File: src/wbf_cfg.svh
`ifndef WBF_CFG_SVH
`define WBF_CFG_SVH

// Bus geometry
`define WBF_DW      32
`define WBF_AW      3
`define WBF_SELW    4

// Entries per queue, keep a power of two
`define WBF_DEPTH   8

// Register map
`define WBF_ADR_DATA    0
`define WBF_ADR_STATUS  1
`define WBF_ADR_DROPS   2

`endif
File: src/wbf_pkg.sv
`include "wbf_cfg.svh"

package wbf_pkg;

	typedef logic [`WBF_DW-1:0]   word_t;
	typedef logic [`WBF_SELW-1:0] sel_t;
	typedef logic [`WBF_AW-1:0]   adr_t;

	// Bus word plus its byte lanes
	typedef struct packed {
		word_t data;
		sel_t  sel;
	} m2s_entry_t;

	// Bit 0 is s2m_empty, bit 4 is irq
	typedef struct packed {
		logic irq;
		logic m2s_full;
		logic m2s_empty;
		logic s2m_full;
		logic s2m_empty;
	} status_t;

	typedef logic [7:0]                  drop_cnt_t;
	typedef logic [$clog2(`WBF_DEPTH):0] level_t;   // One extra bit to hold DEPTH

endpackage

File: src/wbf_top.sv
module wbf_top (
	input  logic            wb_clk_i,
	input  logic            reset_i,
	// Wishbone slave
	input  wbf_pkg::adr_t   wb_adr_i,
	input  wbf_pkg::word_t  wb_dat_i,
	input  wbf_pkg::sel_t   wb_sel_i,
	input  logic            wb_we_i,
	input  logic            wb_cyc_i,
	input  logic            wb_stb_i,
	output wbf_pkg::word_t  wb_dat_o,
	output logic            wb_ack_o,
	output logic            irq_o,
	// Outside agent
	input  wbf_pkg::word_t  fifo_s2m_dat_i,
	input  logic            fifo_s2m_we_i,
	output logic            fifo_s2m_empty_o,
	output logic            fifo_s2m_full_o,
	output wbf_pkg::word_t  fifo_m2s_dat_o,
	output wbf_pkg::sel_t   fifo_m2s_sel_o,
	output logic            fifo_m2s_valid_o,
	input  logic            fifo_m2s_re_i,
	output logic            fifo_m2s_empty_o,
	output logic            fifo_m2s_full_o
);

	import wbf_pkg::*;

	logic       m2s_push;
	logic       m2s_pop;
	m2s_entry_t m2s_entry;
	m2s_entry_t m2s_head;
	logic       s2m_push;
	logic       s2m_pop;
	word_t      s2m_data;
	word_t      s2m_head;
	drop_cnt_t  drop_cnt;

	////////////////////////////////////////////////////////////
	// Bus side

	wbf_regs u_regs (
		.wb_clk_i    (wb_clk_i),
		.reset_i     (reset_i),
		.wb_adr_i    (wb_adr_i),
		.wb_dat_i    (wb_dat_i),
		.wb_sel_i    (wb_sel_i),
		.wb_we_i     (wb_we_i),
		.wb_cyc_i    (wb_cyc_i),
		.wb_stb_i    (wb_stb_i),
		.wb_dat_o    (wb_dat_o),
		.wb_ack_o    (wb_ack_o),
		.m2s_push_o  (m2s_push),
		.m2s_entry_o (m2s_entry),
		.m2s_full_i  (fifo_m2s_full_o),
		.m2s_empty_i (fifo_m2s_empty_o),
		.s2m_pop_o   (s2m_pop),
		.s2m_head_i  (s2m_head),
		.s2m_full_i  (fifo_s2m_full_o),
		.s2m_empty_i (fifo_s2m_empty_o),
		.drop_cnt_i  (drop_cnt),
		.irq_o       (irq_o)
	);

	////////////////////////////////////////////////////////////
	// Queues

	wbf_fifo #(.payload_t(m2s_entry_t)) u_m2s_fifo (   // Word with byte lanes
		.wb_clk_i    (wb_clk_i),
		.reset_i     (reset_i),
		.push_i      (m2s_push),
		.push_data_i (m2s_entry),
		.pop_i       (m2s_pop),
		.head_o      (m2s_head),
		.empty_o     (fifo_m2s_empty_o),
		.full_o      (fifo_m2s_full_o),
		.level_o     ()
	);

	wbf_fifo #(.payload_t(word_t)) u_s2m_fifo (
		.wb_clk_i    (wb_clk_i),
		.reset_i     (reset_i),
		.push_i      (s2m_push),
		.push_data_i (s2m_data),
		.pop_i       (s2m_pop),
		.head_o      (s2m_head),
		.empty_o     (fifo_s2m_empty_o),
		.full_o      (fifo_s2m_full_o),
		.level_o     ()
	);

	////////////////////////////////////////////////////////////
	// Outside side

	wbf_port u_port (
		.wb_clk_i         (wb_clk_i),
		.reset_i          (reset_i),
		.fifo_s2m_dat_i   (fifo_s2m_dat_i),
		.fifo_s2m_we_i    (fifo_s2m_we_i),
		.s2m_push_o       (s2m_push),
		.s2m_data_o       (s2m_data),
		.s2m_full_i       (fifo_s2m_full_o),
		.fifo_m2s_re_i    (fifo_m2s_re_i),
		.m2s_pop_o        (m2s_pop),
		.m2s_head_i       (m2s_head),
		.m2s_empty_i      (fifo_m2s_empty_o),
		.fifo_m2s_dat_o   (fifo_m2s_dat_o),
		.fifo_m2s_sel_o   (fifo_m2s_sel_o),
		.fifo_m2s_valid_o (fifo_m2s_valid_o),
		.drop_cnt_o       (drop_cnt)
	);

endmodule

File: src/wbf_port.sv
module wbf_port (
	input  logic                 wb_clk_i,
	input  logic                 reset_i,
	input  wbf_pkg::word_t       fifo_s2m_dat_i,
	input  logic                 fifo_s2m_we_i,
	output logic                 s2m_push_o,
	output wbf_pkg::word_t       s2m_data_o,
	input  logic                 s2m_full_i,
	input  logic                 fifo_m2s_re_i,
	output logic                 m2s_pop_o,
	input  wbf_pkg::m2s_entry_t  m2s_head_i,
	input  logic                 m2s_empty_i,
	output wbf_pkg::word_t       fifo_m2s_dat_o,
	output wbf_pkg::sel_t        fifo_m2s_sel_o,
	output logic                 fifo_m2s_valid_o,
	output wbf_pkg::drop_cnt_t   drop_cnt_o
);

	import wbf_pkg::*;

	logic       drop;
	logic       valid_q;
	m2s_entry_t out_q;
	drop_cnt_t  drop_cnt_q;

	////////////////////////////////////////////////////////////
	// Outside push into s2m

	assign s2m_push_o = fifo_s2m_we_i & ~s2m_full_i;
	assign s2m_data_o = fifo_s2m_dat_i;
	assign drop       = fifo_s2m_we_i & s2m_full_i;   // Lost word

	always_ff @(posedge wb_clk_i) begin
		if (reset_i)
			drop_cnt_q <= '0;
		else if (drop && drop_cnt_q != '1)   // Stick at 255
			drop_cnt_q <= drop_cnt_q + 1'b1;
	end

	////////////////////////////////////////////////////////////
	// Outside pop from m2s

	assign m2s_pop_o = fifo_m2s_re_i & ~m2s_empty_i;

	always_ff @(posedge wb_clk_i) begin
		if (reset_i)
			valid_q <= 1'b0;
		else
			valid_q <= m2s_pop_o;   // One cycle per pop
	end

	always_ff @(posedge wb_clk_i) begin
		if (m2s_pop_o)
			out_q <= m2s_head_i;
	end

	assign fifo_m2s_dat_o   = out_q.data;
	assign fifo_m2s_sel_o   = out_q.sel;
	assign fifo_m2s_valid_o = valid_q;
	assign drop_cnt_o       = drop_cnt_q;

endmodule

File: src/wbf_regs.sv
`include "wbf_cfg.svh"

module wbf_regs (
	input  logic                 wb_clk_i,
	input  logic                 reset_i,
	input  wbf_pkg::adr_t        wb_adr_i,
	input  wbf_pkg::word_t       wb_dat_i,
	input  wbf_pkg::sel_t        wb_sel_i,
	input  logic                 wb_we_i,
	input  logic                 wb_cyc_i,
	input  logic                 wb_stb_i,
	output wbf_pkg::word_t       wb_dat_o,
	output logic                 wb_ack_o,
	output logic                 m2s_push_o,
	output wbf_pkg::m2s_entry_t  m2s_entry_o,
	input  logic                 m2s_full_i,
	input  logic                 m2s_empty_i,
	output logic                 s2m_pop_o,
	input  wbf_pkg::word_t       s2m_head_i,
	input  logic                 s2m_full_i,
	input  logic                 s2m_empty_i,
	input  wbf_pkg::drop_cnt_t   drop_cnt_i,
	output logic                 irq_o
);

	import wbf_pkg::*;

	logic    ack_q;
	logic    req;
	logic    hit_data;
	word_t   rd_data;
	word_t   dat_q;
	status_t status;

	////////////////////////////////////////////////////////////
	// Request decode

	// A held request is taken again only after the ack cycle
	assign req      = wb_cyc_i & wb_stb_i & ~ack_q;
	assign hit_data = (wb_adr_i == adr_t'(`WBF_ADR_DATA));

	// Full queue swallows the write, ack still goes out
	assign m2s_push_o  = req & wb_we_i & hit_data & ~m2s_full_i;
	assign m2s_entry_o = '{data: wb_dat_i, sel: wb_sel_i};

	assign s2m_pop_o = req & ~wb_we_i & hit_data & ~s2m_empty_i;

	////////////////////////////////////////////////////////////
	// Status and read mux

	assign irq_o  = ~s2m_empty_i;   // Level, follows the s2m queue
	assign status = '{
		irq:       irq_o,
		m2s_full:  m2s_full_i,
		m2s_empty: m2s_empty_i,
		s2m_full:  s2m_full_i,
		s2m_empty: s2m_empty_i
	};

	always_comb begin
		rd_data = '0;
		case (wb_adr_i)
			adr_t'(`WBF_ADR_DATA): begin
				if (!s2m_empty_i)
					rd_data = s2m_head_i;
			end
			adr_t'(`WBF_ADR_STATUS): rd_data = word_t'(status);
			adr_t'(`WBF_ADR_DROPS):  rd_data = word_t'(drop_cnt_i);
			default:                 rd_data = '0;   // Unused addresses read zero
		endcase
	end

	////////////////////////////////////////////////////////////
	// Ack pulse and read data

	always_ff @(posedge wb_clk_i) begin
		if (reset_i)
			ack_q <= 1'b0;
		else
			ack_q <= req;
	end

	// Captured with the pop, shown during ack
	always_ff @(posedge wb_clk_i) begin
		if (req)
			dat_q <= wb_we_i ? '0 : rd_data;
	end

	assign wb_ack_o = ack_q;
	assign wb_dat_o = dat_q;

endmodule

File: src/wbf_fifo.sv
`include "wbf_cfg.svh"

module wbf_fifo #(
	parameter type payload_t = wbf_pkg::word_t
) (
	input  logic            wb_clk_i,
	input  logic            reset_i,
	input  logic            push_i,
	input  payload_t        push_data_i,
	input  logic            pop_i,
	output payload_t        head_o,
	output logic            empty_o,
	output logic            full_o,
	output wbf_pkg::level_t level_o
);

	import wbf_pkg::*;

	localparam int PTR_W = $clog2(`WBF_DEPTH);

	payload_t         mem_q [`WBF_DEPTH];
	logic [PTR_W-1:0] wr_ptr_q;
	logic [PTR_W-1:0] rd_ptr_q;
	level_t           level_q;

	////////////////////////////////////////////////////////////
	// Storage

	always_ff @(posedge wb_clk_i) begin
		if (push_i)
			mem_q[wr_ptr_q] <= push_data_i;
	end

	////////////////////////////////////////////////////////////
	// Pointers and level

	// Pointers wrap on their own since depth is a power of two
	always_ff @(posedge wb_clk_i) begin
		if (reset_i) begin
			wr_ptr_q <= '0;
			rd_ptr_q <= '0;
			level_q  <= '0;
		end else begin
			if (push_i)
				wr_ptr_q <= wr_ptr_q + 1'b1;
			if (pop_i)
				rd_ptr_q <= rd_ptr_q + 1'b1;
			case ({push_i, pop_i})
				2'b10:   level_q <= level_q + 1'b1;
				2'b01:   level_q <= level_q - 1'b1;
				default: level_q <= level_q;   // Push with pop keeps the level
			endcase
		end
	end

	// First word falls through
	assign head_o  = mem_q[rd_ptr_q];
	assign empty_o = (level_q == '0);
	assign full_o  = (level_q == level_t'(`WBF_DEPTH));
	assign level_o = level_q;

endmodule

File: config.mk
export PLATFORM = sky130hd
export DESIGN_NAME = wbf_top
export DESIGN_NICKNAME = d
export VERILOG_FILES = /design/src/wbf_pkg.sv /design/src/wbf_top.sv /design/src/wbf_port.sv /design/src/wbf_regs.sv /design/src/wbf_fifo.sv
export VERILOG_INCLUDE_DIRS = /design/src /design/src/src
export SDC_FILE = /design/constraint.sdc
export NUM_CORES = 1
export LEC_CHECK = 0
export BUFFER_PORTS_ARGS = -buffer_cell sky130_fd_sc_hd__buf_2
export CAP_MARGIN = 25
export CORE_MARGIN = 3
export CORE_UTILIZATION = 65
export DETAILED_ROUTE_END_ITERATION = 8
export GPL_TIMING_DRIVEN = 0
export HOLD_SLACK_MARGIN = 0.12
export PLACE_DENSITY = 0.85
export SYNTH_ARGS = -nofsm -noshare
export SYNTH_HDL_FRONTEND = slang
export SYNTH_SLANG_ARGS = --single-unit
File: constraint.sdc
create_clock -name wb_clk_i -period 14.46 [get_ports wb_clk_i]
set_input_delay 2.892 -clock wb_clk_i [delete_from_list [all_inputs] [get_ports wb_clk_i]]
set_output_delay 2.892 -clock wb_clk_i [all_outputs]
set_load 0.02 [all_outputs]
==> out/results.env <==
TIMING.SLEW.HEADROOM_PCT=33.95
TIMING.FINAL.HOLD_VIOLATIONS=0
POST_DRT_WL_PER_CELL_UM=27.69
FINALMAXSLEWVIOLATIONS=0
VIAS_PER_CELL=6.419
TRITONROUTE_PASS_1_ITERS=5
DPL.HPWL_UM=30450
DIE_AREA_UM2=39680
SYNTH_FP_NETS=1181
POSTSYNTHREGISTERBITS=645
WORST_SETUP_PATH_ENDPOINT='u_m2s_fifo.mem_q[0][11]'
NETLIST.TOP_CELL.BY_AREA='sky130_fd_sc_hd__edfxtp_1'
GR-USAGE-ALL-LAYERS_PCT=26.67
MAXIMUM_IR_DROP_ON_THE_VDD_RAIL_mV=0.1810
SETUP_VIOLATIONS=0
P_LEAK_nW=9.138
QUANTITY_OF_I_O_BUFFERS_INSERTED_ON_PORTS=152
MUX_CELL_AREA_SHARE_AFTER_SYNTHESIS_PCT=16.00
POST-LAYOUT-TOTAL-POWER_W=0.003767
RR_STARTPOINT='u_regs.wb_ack_o'
SETUP_TOTAL_NEGATIVE_SLACK_PS=0
SYNTH_SIMPLE_GATE_AREA_SHARE_PCT=2.475
FINAL_CORE_UTIL_PCT=76.97
SYNTH_ENABLE_FLOP_CELLS=612
ASYNC_FLOP_SHARE_PCT=0
MAX_CAP_VIOL_COUNT=0
GRT_FIRST_PASS_WIRELENGTH_UM=76710
GR-USAGE-MET3_PCT=4.721
CTS_TREE='done'
SYNTH_FA_HA_AREA_SHARE_PCT=0.5672
POST_PLACE_CELLS=1751
DRT_FIRST_ITER_VIOLATIONS=1342
POSTSYNTHAREAPERCELL_UM2=22.22
AREA_GROWTH_SYN_TO_LAYOUT_PCT=16.41
LAYOUT_MIN_CYCLE_TIME_PS=5203
DIE_X_UM=199.2
OUTCOME='finished, final reports clean'
CLK_SKEW_PS=25.95
PART_OF_THE_YOSYS_AREA_USED_FOR_SEQUENTIAL_ELEMENTS_PCT=78.46
Y_DIMENSION_OF_THE_DIE_UM=199.2
SYNTHCELLS=1092
GRT_START_MAX_NET_PINS=38
CTS_INSERTED_BUFFERS=59
WORST_PIN_SLEW_PS=990.8
P_PER_AREA_nW_PER_UM2=133.4
SYNTH_TOP_AREA_SHARE_PCT=75.74
CP-STARTPOINT='wb_stb_i'
REMAINING_DRC_ERRORS=0
CRITPATHLAUNCHTYPE='primary input'
GRT_USE_MET1_PCT=35.72
GRT_SETUP_UNREPAIRED='false'
FINAL_CELLS=1866
TIMING_WORST_SETUP_PATH_TYPE='primary input to register'
FP-ROW-COUNT=70
NUM_VIAS=11980
CORE_REGION_AREA_UM2=36700
CLOCK_PATH_BUFFERS=3
YOSYS.AREA_SHARE.XOR_XNOR_PCT=0.5414
WORSTREGTOREGCELLS=7
GLOBALROUTE.BUSIESTLAYER='met2'
MAX_CLOCK_FREQ_MHz=192.2
GLOBALROUTEOVERFLOWTOTAL=0
HOLD_PATH_CLASS='register to register'
USE_MET2_PCT=44.69
GP_CONGESTION=0.8160
CLOCK_SINKS=645
CP_MAX_FO=37
LARGEST_FAMILY_OF_LOGIC_CELLS_BY_SYNTHESIZED_AREA='multiplexers'
LAYOUT-DRIVE-GT1-SHARE_PCT=35.56
POSTROUTEWIRELENGTH_UM=51680
DESIGN.PORTCOUNT=153
YOSYS_WARNINGS=0
WORST_EP_REQUIRED_TIME_PS=14780
CLK_TRANSITION_REPORTED_PATHS_PS=70
CTS.HOLD.BUFFERS_ADDED=0
GRT_PASS1_VIAS=12510
SYNTH_COMPOUND_GATE_AREA_SHARE_PCT=1.052
HTREEDEPTH=2
STARTING_UTILIZATION_OF_THE_CORE_AREA_PCT=66.12
CTS_ROOT_BUFFER='sky130_fd_sc_hd__clkbuf_16'
TIMING.REG2REG.SETUP_SLACK_PS=11240
CLK-INSERTION-DELAY-LATE_PS=620
CRIT_ARRIVAL_PS=5520
FIN_CRIT_SH_PCT=35.98
ROUTE.ANTENNA.REMAINING_NETS=0
CTS.REPAIR_TIMING.SETUP_BUFFER_COUNT=0
ANTENNA_FOUND_INITIAL=9
SYNTH_CELL_TYPES=41
SETUP.WORST_PATH.END_CLASS='register'
WHS_PS=508.4
R2R-END='u_m2s_fifo.mem_q[0][11]'
NUM-NETS-FINAL=1433
RESIZE_COUNT_POST_CTS=0
YOSYS-TOP-CELLS-AREA='sky130_fd_sc_hd__edfxtp_1 (76%), sky130_fd_sc_hd__mux4_2 (13%), sky130_fd_sc_hd__dfxtp_1 (2.7%)'
DOMINANTREGCELLSYNTH='sky130_fd_sc_hd__edfxtp_1'
SYN_AREA_UM2=24260
[synthesized netlist by cell type (2+ instances only)]
cell                       instances
sky130_fd_sc_hd__mux2i_1          39
sky130_fd_sc_hd__nor3_1            7
sky130_fd_sc_hd__dfxtp_1          33
sky130_fd_sc_hd__clkbuf_1         16
sky130_fd_sc_hd__xor2_1           14
sky130_fd_sc_hd__mux4_2          136
sky130_fd_sc_hd__nor4_1            4
sky130_fd_sc_hd__nand2b_1          7
sky130_fd_sc_hd__inv_1             5
sky130_fd_sc_hd__mux2_2           38
sky130_fd_sc_hd__ha_1             11
sky130_fd_sc_hd__or4_1             2
sky130_fd_sc_hd__a32o_1            2
sky130_fd_sc_hd__nand3_1           7
sky130_fd_sc_hd__o31ai_1           2
sky130_fd_sc_hd__buf_2            17
sky130_fd_sc_hd__nand2_1           8
sky130_fd_sc_hd__o21ai_0           9
sky130_fd_sc_hd__nand4_1           5
sky130_fd_sc_hd__o22ai_1           7
sky130_fd_sc_hd__nor2b_1           5
sky130_fd_sc_hd__or2_2             2
sky130_fd_sc_hd__nor2_1           58
sky130_fd_sc_hd__edfxtp_1        612
sky130_fd_sc_hd__buf_1            12
sky130_fd_sc_hd__nand3b_1          3
sky130_fd_sc_hd__a21oi_1           9
sky130_fd_sc_hd__a22oi_1           5
sky130_fd_sc_hd__or3_1             4
sky130_fd_sc_hd__nor3b_1           2
[cell type report]
cell class                 instances  area (um^2)
antenna                            6        15.01
buffer                            46        201.4
clock buffer                      75         1599
clock inverter                    34        385.4
fill                            1848         8452
inverter                           5        18.77
multi-input combinational        396         5111
sequential                       645        19040
tap                              468        585.6
timing repair buffer             191         1291
[worst min path at each step]
stage                      startpoint                endpoint  slack (ps)  depth (start not counted)
6_report       u_s2m_fifo.wr_ptr_q[0]  u_s2m_fifo.wr_ptr_q[0]         510                          2
3_5_place_dp   u_s2m_fifo.wr_ptr_q[0]  u_s2m_fifo.wr_ptr_q[0]         490                          2
2_1_floorplan  u_s2m_fifo.wr_ptr_q[0]  u_s2m_fifo.wr_ptr_q[0]         460                          2
5_1_grt          u_port.drop_cnt_o[6]    u_port.drop_cnt_o[6]         550                          2
4_1_cts        u_s2m_fifo.wr_ptr_q[0]  u_s2m_fifo.wr_ptr_q[0]         500                          2
3_3_place_gp   u_s2m_fifo.wr_ptr_q[0]  u_s2m_fifo.wr_ptr_q[0]         470                          2
[critical path, stage by stage]
cell,delay [ps]
sky130_fd_sc_hd__buf_2,70
sky130_fd_sc_hd__nand3b_1,100
sky130_fd_sc_hd__inv_2,710
sky130_fd_sc_hd__nand3_2,420
sky130_fd_sc_hd__nor4_2,570
sky130_fd_sc_hd__buf_4,300
sky130_fd_sc_hd__buf_4,220
sky130_fd_sc_hd__buf_4,220
[logic make-up after synthesis]
| kind of cell | after synthesis |
|---|---|
| xor gates and xnor gates | 15 |
| adders and majority gates | 11 |
| AOI/OAI and AO/OA | 38 |
| and+or+nand+nor | 119 |
| buffers and inverters | 51 |
| muxes | 213 |
| DFF | 645 |
[metrics by stage]
step / setup slack, ps / area, um^2
final: 9257 / 28250
after global routing: 9074 / 28240
after CTS: 9245 / 28230
after detailed placement: 8635 / 26250
after global placement: 2362 / 25610
after floorplan: 6369 / 24260
[state kept, by name, indices dropped and copies added, names as in the netlist, named ones only]
signal and count:
u_regs.wb_dat_o 32, u_m2s_fifo.rd_ptr_q 3, u_port.fifo_m2s_sel_o 4, u_s2m_fifo.level_o 4, u_port.fifo_m2s_dat_o 32, u_m2s_fifo.level_o 4, u_port.drop_cnt_o 8, u_m2s_fifo.wr_ptr_q 3
u_s2m_fifo.wr_ptr_q 3, u_m2s_fifo.mem_q 288, u_regs.wb_ack_o 1, u_port.fifo_m2s_valid_o 1, u_s2m_fifo.rd_ptr_q 3, u_s2m_fifo.mem_q 256
[metal layers]
metal	wire (um)	part of all wire, %
met4	1284	2.5
met1	19380	37
met5	59	0.11
met3	4052	7.8
met2	26900	52
[where the power goes]
group,total [W],internal (W),switching [W]
sequential,0.00207,0.00206,0.00000760
combinational,0.000106,0.0000383,0.0000677
clock,0.00159,0.000925,0.000666
total,0.00377,0.00303,0.000741
[placed cells by master, fill, tap and decap left out, types with 4 or more instances in the layout]
cell type,instances
sky130_fd_sc_hd__buf_4,6
sky130_fd_sc_hd__mux2i_1,39
sky130_fd_sc_hd__buf_6,21
sky130_fd_sc_hd__inv_1,4
sky130_fd_sc_hd__a21oi_1,9
sky130_fd_sc_hd__clkbuf_16,61
sky130_fd_sc_hd__nor3_2,6
sky130_fd_sc_hd__clkinv_1,9
sky130_fd_sc_hd__nand2_1,8
sky130_fd_sc_hd__diode_2,6
sky130_fd_sc_hd__clkbuf_1,28
sky130_fd_sc_hd__edfxtp_1,612
sky130_fd_sc_hd__buf_12,8
sky130_fd_sc_hd__clkinv_2,12
sky130_fd_sc_hd__mux2_2,38
sky130_fd_sc_hd__dfxtp_1,33
sky130_fd_sc_hd__nor2b_1,5
sky130_fd_sc_hd__nand2b_1,7
sky130_fd_sc_hd__nor2_4,9
sky130_fd_sc_hd__or3_1,4
sky130_fd_sc_hd__buf_2,169
sky130_fd_sc_hd__o21ai_0,9
sky130_fd_sc_hd__bufinv_16,8
sky130_fd_sc_hd__ha_1,11
sky130_fd_sc_hd__nand4_1,5
sky130_fd_sc_hd__nor2_1,49
sky130_fd_sc_hd__mux4_2,136
sky130_fd_sc_hd__buf_1,12
sky130_fd_sc_hd__a22oi_1,5
sky130_fd_sc_hd__o22ai_1,7
sky130_fd_sc_hd__xor2_1,14
sky130_fd_sc_hd__nand3_1,7
(Power assumes the default switching activity.)
